File: src/id_pkg.sv
// Shared decode definitions for the 16-bit ID stage; opcodes are fixed 4-bit, r14/r15 are special
`default_nettype none

package id_pkg;

    // Datapath widths
    localparam int data_w = 16;                 // Data and PC width
    localparam int reg_w  = 4;                  // Register index width

    // Opcodes, inst[15:12]
    localparam logic [3:0] op_add  = 4'h0;
    localparam logic [3:0] op_sub  = 4'h1;
    localparam logic [3:0] op_nand = 4'h2;
    localparam logic [3:0] op_xor  = 4'h3;
    localparam logic [3:0] op_inc  = 4'h4;
    localparam logic [3:0] op_sra  = 4'h5;
    localparam logic [3:0] op_srl  = 4'h6;
    localparam logic [3:0] op_sll  = 4'h7;
    localparam logic [3:0] op_lw   = 4'h8;
    localparam logic [3:0] op_sw   = 4'h9;
    localparam logic [3:0] op_lhb  = 4'hA;
    localparam logic [3:0] op_llb  = 4'hB;
    localparam logic [3:0] op_b    = 4'hC;
    localparam logic [3:0] op_call = 4'hD;
    localparam logic [3:0] op_ret  = 4'hE;
    localparam logic [3:0] op_hlt  = 4'hF;

    // Special registers
    localparam logic [reg_w-1:0]  reg_ds   = 4'd14;     // Data segment base for lw/sw
    localparam logic [reg_w-1:0]  reg_sp   = 4'd15;     // Stack pointer for call/ret
    localparam logic [data_w-1:0] sp_reset = 16'hFFFF;  // SP value out of reset

    localparam logic [2:0] alu_nop         = 3'b111;    // ALU does nothing
    localparam int         redirect_cycles = 3;         // Bubbles after branch/call/ret

    // Control word toward EX/MEM/WB
    typedef struct packed {
        logic       reg_write;
        logic       mem_write;
        logic       mem_read;
        logic       mem_to_reg;     // WB takes memory data
        logic       alu_src;        // ALU operand B is the immediate
        logic [2:0] alu_op;
        logic       branch;
        logic       call;
        logic       ret;
        logic       load_half;      // lhb or llb
        logic       half_spec;      // 0 lhb, 1 llb
    } ctrl_word_t;

    // Operands and instruction fields toward EX
    typedef struct packed {
        logic [data_w-1:0] read_data_1;
        logic [data_w-1:0] read_data_2;
        logic [data_w-1:0] sign_ext;
        logic [reg_w-1:0]  dest_reg;
        logic [2:0]        branch_cond;
        logic [11:0]       call_target;
        logic [data_w-1:0] pc;
    } data_word_t;

    // Bubble values
    localparam ctrl_word_t ctrl_bubble = '{alu_op: alu_nop, default: '0};
    localparam data_word_t data_bubble = '0;

endpackage

`default_nettype wire
File: src/id_stage.sv
// ID stage of the 16-bit pipe; no forwarding, hazards stall, branch conditions are resolved in EX
`default_nettype none
`timescale 1ns/1ps

module id_stage (
    input  logic                      clk,
    input  logic                      rst,
    input  logic [id_pkg::data_w-1:0] inst,          // From IF/ID
    input  logic [id_pkg::data_w-1:0] pc_in,
    input  logic [id_pkg::data_w-1:0] wb_data,
    input  logic                      wb_en,
    input  logic [id_pkg::reg_w-1:0]  wb_rd,
    input  logic [id_pkg::reg_w-1:0]  id_ex_rd,      // In-flight destinations
    input  logic [id_pkg::reg_w-1:0]  ex_mem_rd,
    input  logic [id_pkg::reg_w-1:0]  mem_wb_rd,
    input  logic                      id_ex_wr,
    input  logic                      ex_mem_wr,
    input  logic                      mem_wb_wr,
    input  logic                      pc_hazard_in,  // IF asks for a bubble
    input  logic                      pc_update,     // New PC taken, one pulse
    input  logic                      ex_stall,
    output id_pkg::ctrl_word_t        ex_ctrl,
    output id_pkg::data_word_t        ex_data,
    output logic                      data_hazard,
    output logic                      ctrl_hazard,
    output logic                      halted,
    output logic                      stall_fetch
);

    import id_pkg::*;

    logic [3:0]        opcode;
    logic [reg_w-1:0]  dest;
    logic [reg_w-1:0]  rs;
    logic [reg_w-1:0]  rt;
    logic [reg_w-1:0]  rd_addr_1;
    logic [reg_w-1:0]  rd_addr_2;
    logic [data_w-1:0] rd_data_1;
    logic [data_w-1:0] rd_data_2;
    logic [data_w-1:0] sign_ext;
    ctrl_word_t        dec_ctrl;
    data_word_t        dec_data;
    logic [1:0]        sel_1;
    logic              sel_2;
    logic              use_1;
    logic              use_2;
    logic              imm8_sel;
    logic              xfer;
    logic              hlt;
    logic              hit_1;
    logic              hit_2;
    logic              timer_start;
    logic              timer_done;
    logic              flush;

    // Instruction fields
    assign opcode = inst[15:12];
    assign dest   = inst[11:8];     // Also the sw data register
    assign rs     = inst[7:4];
    assign rt     = inst[3:0];

    ctrl_decode u_ctrl_decode (
        .opcode   (opcode),
        .ctrl     (dec_ctrl),
        .sel_1    (sel_1),
        .sel_2    (sel_2),
        .use_1    (use_1),
        .use_2    (use_2),
        .imm8_sel (imm8_sel),
        .xfer     (xfer),
        .hlt      (hlt)
    );

    // Read port address selects
    always_comb begin
        case (sel_1)
            2'd0:    rd_addr_1 = rs;
            2'd1:    rd_addr_1 = dest;      // lhb/llb
            2'd2:    rd_addr_1 = reg_ds;    // lw/sw base
            default: rd_addr_1 = reg_sp;    // call/ret
        endcase
    end

    assign rd_addr_2 = sel_2 ? dest : rt;

    reg_file u_reg_file (
        .clk       (clk),
        .rst       (rst),
        .wr_en     (wb_en),
        .rd_addr_1 (rd_addr_1),
        .rd_addr_2 (rd_addr_2),
        .wr_addr   (wb_rd),
        .wr_data   (wb_data),
        .rd_data_1 (rd_data_1),
        .rd_data_2 (rd_data_2)
    );

    // imm8 for memory and half loads, imm4 for shifts
    assign sign_ext = imm8_sel ? {{8{inst[7]}}, inst[7:0]} : {{12{inst[3]}}, inst[3:0]};

    // RAW check against every later stage that will write
    assign hit_1 = (id_ex_wr  && rd_addr_1 == id_ex_rd)
                || (ex_mem_wr && rd_addr_1 == ex_mem_rd)
                || (mem_wb_wr && rd_addr_1 == mem_wb_rd);
    assign hit_2 = (id_ex_wr  && rd_addr_2 == id_ex_rd)
                || (ex_mem_wr && rd_addr_2 == ex_mem_rd)
                || (mem_wb_wr && rd_addr_2 == mem_wb_rd);
    assign data_hazard = (use_1 && hit_1) || (use_2 && hit_2);

    hazard_fsm u_hazard_fsm (
        .clk         (clk),
        .rst         (rst),
        .xfer        (xfer),
        .hlt         (hlt),
        .data_hazard (data_hazard),
        .ex_stall    (ex_stall),
        .timer_done  (timer_done),
        .pc_update   (pc_update),
        .timer_start (timer_start),
        .ctrl_hazard (ctrl_hazard),
        .halted      (halted)
    );

    redirect_timer u_redirect_timer (
        .clk   (clk),
        .rst   (rst),
        .start (timer_start),
        .done  (timer_done)
    );

    // Operand payload
    assign dec_data.read_data_1 = rd_data_1;
    assign dec_data.read_data_2 = rd_data_2;
    assign dec_data.sign_ext    = sign_ext;
    assign dec_data.dest_reg    = dest;
    assign dec_data.branch_cond = inst[10:8];
    assign dec_data.call_target = inst[11:0];
    assign dec_data.pc          = pc_in;

    assign flush       = data_hazard || ctrl_hazard || halted || pc_hazard_in;
    assign stall_fetch = data_hazard || ex_stall || ctrl_hazard || halted;  // IF keeps inst

    pipe_reg #(
        .payload_t (ctrl_word_t),
        .flush_val (ctrl_bubble)
    ) u_ctrl_reg (
        .clk   (clk),
        .rst   (rst),
        .hold  (ex_stall),
        .flush (flush),
        .d     (dec_ctrl),
        .q     (ex_ctrl)
    );

    pipe_reg #(
        .payload_t (data_word_t),
        .flush_val (data_bubble)
    ) u_data_reg (
        .clk   (clk),
        .rst   (rst),
        .hold  (ex_stall),
        .flush (flush),
        .d     (dec_data),
        .q     (ex_data)
    );

endmodule

`default_nettype wire

File: src/pipe_reg.sv
// Generic pipeline register; hold beats flush, reset and flush both load flush_val
`default_nettype none
`timescale 1ns/1ps

module pipe_reg #(
    parameter type      payload_t = logic,
    parameter payload_t flush_val = '0
) (
    input  logic     clk,
    input  logic     rst,
    input  logic     hold,      // Back-pressure from EX
    input  logic     flush,     // Insert a bubble
    input  payload_t d,
    output payload_t q
);

    always_ff @(posedge clk) begin
        if (rst) begin
            q <= flush_val;
        end else if (!hold) begin
            if (flush) begin
                q <= flush_val;
            end else begin
                q <= d;
            end
        end
    end

endmodule

`default_nettype wire

File: src/redirect_timer.sv
// Bubble timer; runs freely under ex_stall so the redirect bubble count is fixed in cycles
`default_nettype none
`timescale 1ns/1ps

module redirect_timer (
    input  logic clk,
    input  logic rst,
    input  logic start,
    output logic done
);

    import id_pkg::*;

    localparam int cnt_w = $clog2(redirect_cycles + 1);

    logic [cnt_w-1:0] count;

    always_ff @(posedge clk) begin
        if (rst) begin
            count <= '0;
        end else if (start) begin
            count <= cnt_w'(redirect_cycles);   // Reload
        end else if (count != '0) begin
            count <= count - 1'b1;
        end
    end

    // Last bubble cycle, one pulse per start
    assign done = (count == cnt_w'(1));

endmodule

`default_nettype wire

File: src/hazard_fsm.sv
// Stall/redirect sequencer; takes a transfer or hlt only when idle and unstalled, HALTED needs rst
`default_nettype none
`timescale 1ns/1ps

module hazard_fsm (
    input  logic clk,
    input  logic rst,
    input  logic xfer,
    input  logic hlt,
    input  logic data_hazard,
    input  logic ex_stall,
    input  logic timer_done,
    input  logic pc_update,
    output logic timer_start,
    output logic ctrl_hazard,
    output logic halted
);

    typedef enum logic [1:0] {
        s_idle,
        s_drain,        // Counting bubbles after a transfer
        s_wait_pc,      // Bubbles until IF has the new PC
        s_halted
    } state_t;

    state_t state;
    state_t state_nxt;
    logic   accept;

    // Current instruction actually leaves ID this cycle
    assign accept = (state == s_idle) && !data_hazard && !ex_stall;

    always_comb begin
        state_nxt = state;
        case (state)
            s_idle: begin
                if (accept && hlt) begin
                    state_nxt = s_halted;
                end else if (accept && xfer) begin
                    state_nxt = s_drain;
                end
            end
            s_drain:   if (timer_done) state_nxt = s_wait_pc;
            s_wait_pc: if (pc_update)  state_nxt = s_idle;      // Pulse ignored elsewhere
            s_halted:  state_nxt = s_halted;                    // Only rst leaves
            default:   state_nxt = s_idle;
        endcase
    end

    always_ff @(posedge clk) begin
        if (rst) begin
            state <= s_idle;
        end else begin
            state <= state_nxt;
        end
    end

    assign timer_start = accept && xfer && !hlt;    // Same edge as entry to DRAIN
    assign ctrl_hazard = (state == s_drain) || (state == s_wait_pc);
    assign halted      = (state == s_halted);

endmodule

`default_nettype wire

File: src/ctrl_decode.sv
// Pure table decode of the opcode; unused read ports default to rs/rt and take no part in hazards
`default_nettype none
`timescale 1ns/1ps

module ctrl_decode (
    input  logic [3:0]         opcode,
    output id_pkg::ctrl_word_t ctrl,
    output logic [1:0]         sel_1,       // 0 rs, 1 dest field, 2 r14, 3 r15
    output logic               sel_2,       // 0 rt, 1 dest field
    output logic               use_1,
    output logic               use_2,
    output logic               imm8_sel,    // Sign-extend imm8 instead of imm4
    output logic               xfer,        // branch, call or ret
    output logic               hlt
);

    import id_pkg::*;

    always_comb begin
        // Bubble unless the opcode says otherwise
        ctrl     = ctrl_bubble;
        sel_1    = 2'd0;
        sel_2    = 1'b0;
        use_1    = 1'b0;
        use_2    = 1'b0;
        imm8_sel = 1'b0;
        xfer     = 1'b0;
        hlt      = 1'b0;

        case (opcode)
            op_add, op_sub, op_nand, op_xor, op_inc: begin
                ctrl.reg_write = 1'b1;
                ctrl.alu_op    = opcode[2:0];
                use_1          = 1'b1;          // rs
                use_2          = 1'b1;          // rt
            end
            op_sra, op_srl, op_sll: begin
                ctrl.reg_write = 1'b1;
                ctrl.alu_op    = opcode[2:0];
                ctrl.alu_src   = 1'b1;          // Shift amount from imm4
                use_1          = 1'b1;
            end
            op_lw: begin
                ctrl.reg_write  = 1'b1;
                ctrl.mem_read   = 1'b1;
                ctrl.mem_to_reg = 1'b1;
                ctrl.alu_src    = 1'b1;
                ctrl.alu_op     = 3'd0;         // r14 + imm8
                sel_1           = 2'd2;
                use_1           = 1'b1;
                imm8_sel        = 1'b1;
            end
            op_sw: begin
                ctrl.mem_write = 1'b1;
                ctrl.alu_src   = 1'b1;
                ctrl.alu_op    = 3'd0;
                sel_1          = 2'd2;          // Address base r14
                sel_2          = 1'b1;          // Store data from dest field
                use_1          = 1'b1;
                use_2          = 1'b1;
                imm8_sel       = 1'b1;
            end
            op_lhb, op_llb: begin
                ctrl.reg_write = 1'b1;
                ctrl.alu_src   = 1'b1;
                ctrl.alu_op    = 3'd0;
                ctrl.load_half = 1'b1;
                ctrl.half_spec = opcode[0];     // llb is the odd one
                sel_1          = 2'd1;          // Keeps the other half of rd
                use_1          = 1'b1;
                imm8_sel       = 1'b1;
            end
            op_b: begin
                ctrl.branch = 1'b1;             // Condition resolved in EX
                xfer        = 1'b1;
            end
            op_call: begin
                ctrl.call = 1'b1;
                sel_1     = 2'd3;               // SP
                use_1     = 1'b1;
                xfer      = 1'b1;
            end
            op_ret: begin
                ctrl.ret = 1'b1;
                sel_1    = 2'd3;
                use_1    = 1'b1;
                xfer     = 1'b1;
            end
            op_hlt: hlt = 1'b1;                 // Control stays a bubble
        endcase
    end

endmodule

`default_nettype wire

File: src/reg_file.sv
// 16x16 register file; reads are combinational, a write is only visible in the next cycle
`default_nettype none
`timescale 1ns/1ps

module reg_file (
    input  logic                      clk,
    input  logic                      rst,
    input  logic                      wr_en,
    input  logic [id_pkg::reg_w-1:0]  rd_addr_1,
    input  logic [id_pkg::reg_w-1:0]  rd_addr_2,
    input  logic [id_pkg::reg_w-1:0]  wr_addr,
    input  logic [id_pkg::data_w-1:0] wr_data,
    output logic [id_pkg::data_w-1:0] rd_data_1,
    output logic [id_pkg::data_w-1:0] rd_data_2
);

    import id_pkg::*;

    localparam int n_regs = 2 ** reg_w;

    logic [data_w-1:0] regs [n_regs];

    // Reset gives SP its top-of-memory value, everything else zero
    always_ff @(posedge clk) begin
        if (rst) begin
            for (int i = 0; i < n_regs; i++) begin
                regs[i] <= (i == int'(reg_sp)) ? sp_reset : '0;
            end
        end else if (wr_en) begin
            regs[wr_addr] <= wr_data;       // Lands on this edge
        end
    end

    // No bypass from the write port
    assign rd_data_1 = regs[rd_addr_1];
    assign rd_data_2 = regs[rd_addr_2];

endmodule

`default_nettype wire

File: config.mk
export PLATFORM = sky130hd
export DESIGN_NAME = id_stage
export DESIGN_NICKNAME = d
export VERILOG_FILES = /design/src/id_pkg.sv /design/src/id_stage.sv /design/src/pipe_reg.sv /design/src/redirect_timer.sv /design/src/hazard_fsm.sv /design/src/ctrl_decode.sv /design/src/reg_file.sv
export SDC_FILE = /design/constraint.sdc
export NUM_CORES = 1
export LEC_CHECK = 0
export BUFFER_PORTS_ARGS = -buffer_cell sky130_fd_sc_hd__buf_2
export CAP_MARGIN = 20
export CORE_MARGIN = 5
export CORE_UTILIZATION = 65
export DETAILED_ROUTE_END_ITERATION = 8
export GPL_ROUTABILITY_DRIVEN = 0
export PLACE_DENSITY = 0.95
export SLEW_MARGIN = 20
export SYNTH_ARGS = -nofsm -noshare
export SYNTH_HDL_FRONTEND = slang
export SYNTH_HIERARCHICAL = 1
export SYNTH_SLANG_ARGS = --single-unit
File: constraint.sdc
create_clock -name clk -period 6.6 [get_ports clk]
set_clock_uncertainty 0.05 [all_clocks]
set_input_delay 0.99 -clock clk [delete_from_list [all_inputs] [get_ports clk]]
set_output_delay 0.99 -clock clk [all_outputs]
set_load 0.05 [all_outputs]
==> results of run 1 <==
stage by stage:
step / power [mW] / std cells / instance area, um2 / util [%] / setup slack, ns
after global placement: 3.82 / 1899 / 19800 / 69.0 / 1.72
after floorplan: 3.57 / 1439 / 18900 / - / 2.34
after detailed placement: 3.88 / 1899 / 19800 / 69.0 / 1.54
after CTS: 5.90 / 1964 / 21000 / 73.1 / 1.60
final: 5.92 / 1971 / 21000 / 73.3 / 1.71
after global routing: 6.10 / 1969 / 21000 / 73.3 / 1.55
per-layer routing:
layer  vias up  track usage [%]  wire, um
li1       5541                -         -
met1      6470             39.3     17600
met2      1046             51.3     25100
met5         -                0        25
met4         4             14.8      2950
met3       228             7.35      6280
how the worst max path moves through the flow:
stage,from,endpoint,slack [ns],depth (start not counted)
3_5_place_dp,inst[13],u_data_reg/q[13],1.54,13
5_1_grt,inst[14],data_hazard,1.55,10
4_1_cts,inst[12],data_hazard,1.60,11
6_report,inst[14],data_hazard,1.71,10
2_1_floorplan,inst[12],data_hazard,2.34,10
3_3_place_gp,inst[12],u_data_reg/q[0],1.72,13
flip-flops by register name, summed over array words and instances, names as in the netlist:
name and count:
u_ctrl_reg/q 13, u_data_reg/q 83, u_hazard_fsm/state 2, u_redirect_timer/count 2
u_reg_file/regs 256
cell families after synthesis:
logic type	after synthesis	share of synthesized area [%]
AO/OA/AOI/OAI	179	9.62
XOR/XNOR	24	1.11
adder cells (fa/ha/maj)	7	0.465
buffers and inverters	145	3.84
flip-flops	356	51.4
multiplexers	136	15.7
AND/OR/NAND/NOR	592	17.8
tightest hold or removal path, cell delays in order (launching register included):
cell and delay [ns]:
dfxtp_1 0.31, nand2_1 0.05, a21oi_1 0.05
final cells by class:
cell class | count | area (um2)
timing repair buffer | 205 | 1160
multi-input combinational | 938 | 8450
clock inverter | 12 | 86.3
antenna | 5 | 12.5
sequential | 356 | 9690
clock buffer | 53 | 1090
tap | 384 | 480
inverter | 18 | 70.1
fill | 1748 | 7660
cells in the final DEF, fill, tap and decap left out, types with 4 or more instances in the layout:
cell	synthesis	final
edfxtp_1	256	256
and2_1	243	243
buf_2	33	170
nand2_1	146	146
mux4_2	128	128
dfxtp_1	100	100
nand2b_1	99	99
o22ai_2	89	89
a22oi_1	64	64
clkbuf_16	0	41
buf_4	13	32
nor2_1	26	26
xnor2_1	19	19
or3_1	16	16
inv_1	17	14
or2_2	13	13
clkinv_2	0	8
clkbuf_1	67	8
ha_1	7	7
nor2b_1	6	6
mux2i_1	6	6
nor4_1	6	6
diode_2	0	5
xor2_1	5	5
a21oi_1	4	4
nor3_1	4	4
nor3_2	4	4
power groups by stage:
stage,Clock (mW),Combinational [mW],Sequential (mW)
2_1_floorplan,0,0.759,2.81
3_3_place_gp,0,1.17,2.65
3_5_place_dp,0,1.21,2.67
4_1_cts,2.05,1.22,2.63
5_1_grt,2.14,1.31,2.65
6_report,2.04,1.24,2.63
==> flow_summary.json, run 1 <==
{
  "slew_headroom_pct": 27.2,
  "switching_power_mw": 1.73,
  "path_buf_inv": 2,
  "p_leak_nw": 7.68,
  "async_reset_ff_share_pct": 0,
  "synth.net_count": 1519,
  "syn_avg_cell_area_um2": 13.1,
  "fmax_ghz": 0.205,
  "rows": 62,
  "core-area_um2": 28700,
  "combinationalPowerShare_pct": 21.0,
  "routed_wl_mm": 52.0,
  "vdd_drop_max_v": 0.000247,
  "cts_resized": 0,
  "io_buffers": 172,
  "min_period_ns": 4.89,
  "yosys-top-cells-count": "edfxtp_1 (256), and2_1 (243), nand2_1 (146)",
  "hold_violations": 0,
  "antenna_found_initial": 7,
  "min_from": "u_data_reg/q[81]",
  "synth_cells": 1439,
  "rsz0062_at_grt": "false",
  "worst_r2r_path_depth": 7,
  "status": "completed",
  "r2r-start": "u_hazard_fsm/state[0]",
  "crit_required_ns": 5.56,
  "htree_levels": 2,
  "synth_top_area_share_pct": 40.8,
  "ys_seq_area_share_pct": 51.4,
  "worstSetupEndpointType": "output pin",
  "p_int_mw": 4.19,
  "crit_path_top_delay_cell": "mux2i_1",
  "die_y_um": 180,
  "min_period_over_period_pct": 74.1,
  "cts-root-buf": "clkbuf_16",
  "grt_max_degree": 102,
  "die_w_um": 180,
  "drtIter0Drc": 1728,
  "hold_buffers": 0,
  "tightest_slew_ns": 1.09,
  "layout-drive-gt1-share_pct": 32.8,
  "cp.arrival_ns": 3.85,
  "yosysMostFrequentCell": "edfxtp_1",
  "vias_per_cell": 6.74,
  "grt_pass1_wl_mm": 78.5,
  "clockBufferDepth": 3,
  "num_vias": 13300,
  "dp.final_hpwl_mm": 33.2,
  "cts_buffers": 37,
  "cpPeakStageDelay_ns": 0.68,
  "wl_per_cell_um": 26.4,
  "slew_violations": 0,
  "r2r-end": "u_data_reg/q[10]",
  "clkPwrFrac_pct": 34.5,
  "synth_top_cell_by_area": "edfxtp_1",
  "final.setup.tns_ns": 0,
  "cts_tree": "yes",
  "yosys-top-cells-area": "edfxtp_1 (41%), mux4_2 (15%), dfxtp_1 (11%), and2_1 (8.1%), o22ai_2 (5.9%)",
  "yosysWarnings": 6,
  "min_path_cells": 2,
  "syn2layout_area_growth_pct": 11.6,
  "dieArea_um2": 32500,
  "startpoint_type": "primary input",
  "track_usage_pct": 31.1,
  "cts.sinks": 356,
  "clk_latency_ns": 0.54,
  "synth_edf_count": 256,
  "io_pins": 173,
  "grt.overflow.total": 0,
  "seqPwrFrac_pct": 44.5,
  "path_max_fanout": 9,
  "drc_errors": 0,
  "min_path_type": "reg2reg",
  "hold_ws_ns": 0.409,
  "setup_viol_count_final": 0,
  "first_global_vias": 13400,
  "post_cts_buffers": 0,
  "dr.pass1.iters": 7,
  "whs_endpoint": "u_data_reg/q[81]",
  "path_cells": "buf_2 > nand2b_2 > nor2_1 > mux2i_1 > xor2_1 > nand2_1 > nor4_1 > o31ai_1 > nand2_1 > buf_2",
  "initial_core_util_pct": 65.7,
  "ys.flop_type": "edfxtp_1",
  "maxCapViolations": 0,
  "yosys.cell_types.count": 60,
  "ys_ff_latch": 356,
  "powerDensity_nw_per_um2": 281,
  "path_clk_slew_ns": 0.06,
  "ff2ff_setup_slack_ns": 4.10,
  "swShare_pct": 29.2,
  "crit_family": "simple AND/OR/NAND/NOR gates",
  "nets": 1636,
  "netlist_area_um2": 18900,
  "worstSetupPathType": "in2out",
  "drtAntennaViolNets": 0
}
Power figures use the tool's default switching activity.
==> run 2: changes to the inputs <==
--- a/config.mk
+++ b/config.mk
@@ -8,10 +8,10 @@
 export BUFFER_PORTS_ARGS = -buffer_cell sky130_fd_sc_hd__buf_2
 export CAP_MARGIN = 20
 export CORE_MARGIN = 5
-export CORE_UTILIZATION = 65
+export CORE_UTILIZATION = 55
 export DETAILED_ROUTE_END_ITERATION = 8
 export GPL_ROUTABILITY_DRIVEN = 0
-export PLACE_DENSITY = 0.95
+export PLACE_DENSITY = 0.88
 export SLEW_MARGIN = 20
 export SYNTH_ARGS = -nofsm -noshare
 export SYNTH_HDL_FRONTEND = slang
==> constraint.sdc (replaced) <==
create_clock -name clk -period 4.22 [get_ports clk]
set_clock_uncertainty 0.05 [all_clocks]
set_input_delay 0.633 -clock clk [delete_from_list [all_inputs] [get_ports clk]]
set_output_delay 0.633 -clock clk [all_outputs]
set_load 0.05 [all_outputs]
==> run 2 against run 1 <==
Compared with the run above: power grew 56%; sequential power grew 57%; via count grew 0.24%; combinational power grew 61%; design area grew 1.1%; die area grew 17%; worst hold slack lost 0.080 ns; wire length grew 3.1%; non-clock buffer count grew 19; clock-buffer cell count shrank 3; sequential share of layout area shrank 0.52 points; utilization shrank 10 points.
==> flow_summary.json, run 2 (synthesis gave the netlist of run 1 again) <==
{
  "post_cts_buffers": 0,
  "final.setup.tns_ns": 0,
  "cts_buffers": 36,
  "drtAntennaViolNets": 0,
  "vias_per_cell": 6.50,
  "p_total_mw": 9.23,
  "cp.arrival_ns": 3.00,
  "setup_slack_ns": 0.539,
  "maxCapViolations": 0,
  "slew_headroom_pct": 34.2,
  "core-area_um2": 33700,
  "grt.overflow.total": 0,
  "fill_cells": 2400,
  "startpoint_type": "primary input",
  "track_usage_pct": 27.3,
  "slew_violations": 0,
  "worstSetupEndpointType": "output pin",
  "layout-drive-gt1-share_pct": 33.5,
  "status": "completed",
  "fin_cells": 2049,
  "seq_area_um2": 9690,
  "crit_start": "inst[14]",
  "cts-root-buf": "clkbuf_16",
  "syn2layout_area_growth_pct": 12.9,
  "cts.sinks": 356,
  "antenna_found_initial": 5,
  "min_period_over_period_pct": 87.2,
  "r2r-start": "u_hazard_fsm/state[0]",
  "hold_violations": 0,
  "min_period_ns": 3.68,
  "cts_tree": "yes",
  "io_buffers": 172,
  "io_pins": 173,
  "dp.final_hpwl_mm": 34.8,
  "vdd_drop_max_v": 0.000362,
  "cts_resized": 0,
  "min_from": "pc_in[14]",
  "layout_common_cells": "edfxtp_1 (256), and2_1 (243), buf_2 (170), nand2_1 (146), mux4_2 (128)",
  "post-place-ws_ns": 0.472,
  "die_w_um": 195,
  "rows": 67,
  "nets": 1654,
  "fmax_ghz": 0.272,
  "dr.pass1.iters": 7,
  "largestRegisters": "u_reg_file/regs (256), u_data_reg/q (83), u_ctrl_reg/q (13)",
  "htree_levels": 2,
  "min_path_type": "in2reg",
  "tightest_slew_ns": 0.987,
  "place_inst": 1984,
  "dieArea_um2": 38100,
  "num_vias": 13300,
  "wl_per_cell_um": 26.1,
  "grt_pass1_wl_mm": 80.5,
  "grt_max_degree": 177,
  "path_max_fanout": 9,
  "initial_core_util_pct": 55.9,
  "largest_reg_flops": 256,
  "drtIter0Drc": 1771,
  "hold_buffers": 0,
  "clk_latency_ns": 0.53,
  "path_clk_slew_ns": 0.06,
  "first_global_vias": 13300,
  "routed_wl_mm": 53.6,
  "powerDensity_nw_per_um2": 434,
  "setup_viol_count_final": 0,
  "final_common_cell": "edfxtp_1",
  "multi_input_area_um2": 8450,
  "die_y_um": 195,
  "worstSetupPathType": "in2out",
  "clockBufferDepth": 3,
  "top_register": "u_reg_file/regs",
  "drc_errors": 0,
  "crit_required_ns": 3.54,
  "fin_util_pct": 63.2,
  "p_leak_nw": 7.76,
  "rsz0062_at_grt": "false"
}
==> run 2: layer usage <==
metal / vias to the layer above / wire (um) / track usage (%)
met2: 1017 / 25300 / 44.0
met1: 6537 / 19000 / 36.1
met3: 192 / 6800 / 6.22
li1: 5575 / - / -
met5: - / 0 / 0
met4: 0 / 2500 / 11.0
==> run 2: critical path: stages <==
cell and delay (ns):
buf_2 0.15, nand2b_2 0.23, nor2_1 0.12, buf_4 0.16, mux2i_1 0.50, xnor2_1 0.19, nor4_1 0.08, o31ai_1 0.41
nand2_1 0.24, buf_2 0.27
==> run 2: metrics by stage <==
step	instance area, um2	hold slack (ns)
2_1_floorplan	18900	0.468
4_1_cts	21300	0.318
5_1_grt	21300	0.338
3_5_place_dp	20100	0.420
3_3_place_gp	20100	0.393
6_report	21300	0.329
==> run 2: final cells by class <==
type                    count  area share (%)
repair buffers            224            6.45
clock buffers              50            4.88
well taps                 448            2.63
inverters                  18           0.329
multi-input cells         938            39.7
flip-flops and latches    356            45.5
clock inverters            12           0.435
diodes                      3          0.0353
==> run 2: path summary, 6_finish.rpt <==
path | slack (ns) | cells after the start | end
hold / removal | 0.33 | 3 | u_data_reg/q[14]
hold reg to reg | 0.43 | 2 | u_data_reg/q[15]
setup / recovery | 0.54 | 10 | data_hazard
setup reg to reg | 2.04 | 7 | u_data_reg/q[78]
==> run 2: power by group <==
| part | internal, mW | total [mW] | switching, mW |
|---|---|---|---|
| Sequential | 3.98 | 4.12 | 0.142 |
| Combinational | 0.743 | 2.00 | 1.25 |
| Clock | 1.78 | 3.11 | 1.33 |
| Total | 6.51 | 9.23 | 2.72 |
==> run 3: changes to the inputs <==
--- a/config.mk
+++ b/config.mk
@@ -8,10 +8,10 @@
 export BUFFER_PORTS_ARGS = -buffer_cell sky130_fd_sc_hd__buf_2
 export CAP_MARGIN = 20
 export CORE_MARGIN = 5
-export CORE_UTILIZATION = 55
+export CORE_UTILIZATION = 56
+export CTS_BUF_LIST = sky130_fd_sc_hd__clkbuf_8
 export DETAILED_ROUTE_END_ITERATION = 8
-export GPL_ROUTABILITY_DRIVEN = 0
-export PLACE_DENSITY = 0.88
+export PLACE_DENSITY = 0.89
 export SLEW_MARGIN = 20
 export SYNTH_ARGS = -nofsm -noshare
 export SYNTH_HDL_FRONTEND = slang
==> run 3 against run 2 <==
Compared with the run above: largest power group unchanged; combinational power fell by 3%; final cell count rose by 1.6%; non-clock buffer count down 12.
==> flow_summary.json, run 3 (synthesis gave the netlist of run 1 again) <==
{
  "initial_core_util_pct": 56.5,
  "post-place-ws_ns": 0.144,
  "final.setup.tns_ns": 0,
  "cts.sinks": 356,
  "drtAntennaViolNets": 0,
  "grt_util_met3_pct": 7.90,
  "largestRegisters": "u_reg_file/regs (256), u_data_reg/q (83), u_ctrl_reg/q (13)",
  "fin_util_pct": 63.5,
  "min_period_ns": 4.00,
  "cp.arrival_ns": 3.31,
  "layout_common_cells": "edfxtp_1 (256), and2_1 (243), buf_2 (170), nand2_1 (146), mux4_2 (128)",
  "rows": 67,
  "cts-root-buf": "clkbuf_8",
  "syn2layout_area_growth_pct": 12.4,
  "top_register": "u_reg_file/regs",
  "maxCapViolations": 0,
  "layout-drive-gt1-share_pct": 33.8,
  "path_max_fanout": 10,
  "antenna_found_initial": 5,
  "io_buffers": 172,
  "rsz0062_at_grt": "false",
  "min_period_over_period_pct": 94.7,
  "largest_reg_flops": 256,
  "p_total_mw": 9.07,
  "worstSetupPathType": "in2out",
  "busiest_layer": "met2",
  "setup_viol_count_final": 0,
  "dieArea_um2": 37400,
  "tightest_slew_ns": 1.01,
  "path_clk_slew_ns": 0.06,
  "setup_slack_ns": 0.224,
  "first_global_vias": 13300,
  "die_y_um": 193,
  "grt.overflow.total": 0,
  "hold_buffers": 0,
  "worstSetupEndpointType": "output pin",
  "vias_per_cell": 6.28,
  "cts_resized": 0,
  "place.gp.congestion": 0.891,
  "clk_latency_ns": 0.62,
  "grt_max_degree": 163,
  "drtIter0Drc": 1472,
  "crit_required_ns": 3.54,
  "htree_levels": 2,
  "use_met2_pct": 43.9,
  "cts_buffers": 57,
  "vdd_drop_max_v": 0.000241,
  "hold_violations": 0,
  "die_w_um": 193,
  "dp.final_hpwl_mm": 33.9,
  "clockBufferDepth": 3,
  "wl_per_cell_um": 24.8,
  "dr.pass1.iters": 5,
  "cts_tree": "yes",
  "p_leak_nw": 7.81,
  "slew_headroom_pct": 32.8,
  "num_vias": 13100,
  "io_pins": 173,
  "status": "completed",
  "final_common_cell": "edfxtp_1",
  "min_path_type": "in2reg",
  "track_usage_pct": 26.8,
  "drc_errors": 0,
  "startpoint_type": "primary input",
  "powerDensity_nw_per_um2": 428,
  "routed_wl_mm": 51.7,
  "grt_pass1_wl_mm": 78.7,
  "post_cts_buffers": 0,
  "slew_violations": 0,
  "nets": 1663,
  "fmax_ghz": 0.250,
  "grt_util_met1_pct": 34.0,
  "core-area_um2": 33400
}
[run 3: cell count changes in the layout (fill, tap and decap cells not counted), sizes merged]
cell and change:
buf -12, bufinv +2, clkbuf +17, clkinv +4, clkinvlp +2, inv +20
[run 3: stage by stage]
step	cell area (um2)	hold WS (ns)	std cells
final	21200	0.253	2082
after CTS	21200	0.213	2079
after global routing	21200	0.242	2080
after global placement	20000	0.399	1972
after floorplan	18900	0.468	1439
after detailed placement	20000	0.410	1972
[run 3: worst paths after layout]
kind	cells past startpoint	slack (ns)	to	startpoint
min	3	0.25	u_data_reg/q[13]	pc_in[13]
min reg2reg	2	0.41	u_data_reg/q[81]	u_data_reg/q[81]
max	11	0.22	data_hazard	inst[12]
max reg2reg	7	2.02	u_data_reg/q[14]	u_hazard_fsm/state[0]
[run 3: where the power goes]
| part | total [mW] | switching (mW) | internal, mW |
|---|---|---|---|
| Sequential | 4.12 | 0.134 | 3.98 |
| Clock | 3.00 | 1.37 | 1.63 |
| Combinational | 1.95 | 1.23 | 0.719 |
| Total | 9.07 | 2.74 | 6.33 |
[run 3: critical path, cell delays in order]
cell and delay (ns):
buf_2 0.21, nand2_1 0.13, xnor2_1 0.14, nor2_1 0.39
nor2b_1 0.13, a211oi_2 0.46, xnor2_1 0.17, nor4_2 0.38
o31ai_2 0.13, nand2_1 0.21, buf_2 0.33
[run 3: cell type report]
| cell class | instances | area (um2) |
|---|---|---|
| clock buffers | 67 | 922 |
| multi-input cells | 938 | 8450 |
| diodes | 3 | 7.51 |
| repair buffers | 212 | 1240 |
| clock inverters | 40 | 249 |
| flip-flops and latches | 356 | 9690 |
| well taps | 448 | 561 |
| fillers | 2388 | 12200 |
| inverters | 18 | 70.1 |
[run 3: metal layers]
| metal | routed length [um] | vias up |
|---|---|---|
| li1 | - | 5608 |
| met1 | 18500 | 6413 |
| met2 | 24800 | 894 |
| met3 | 6190 | 151 |
| met4 | 2180 | 6 |
| met5 | 43 | - |
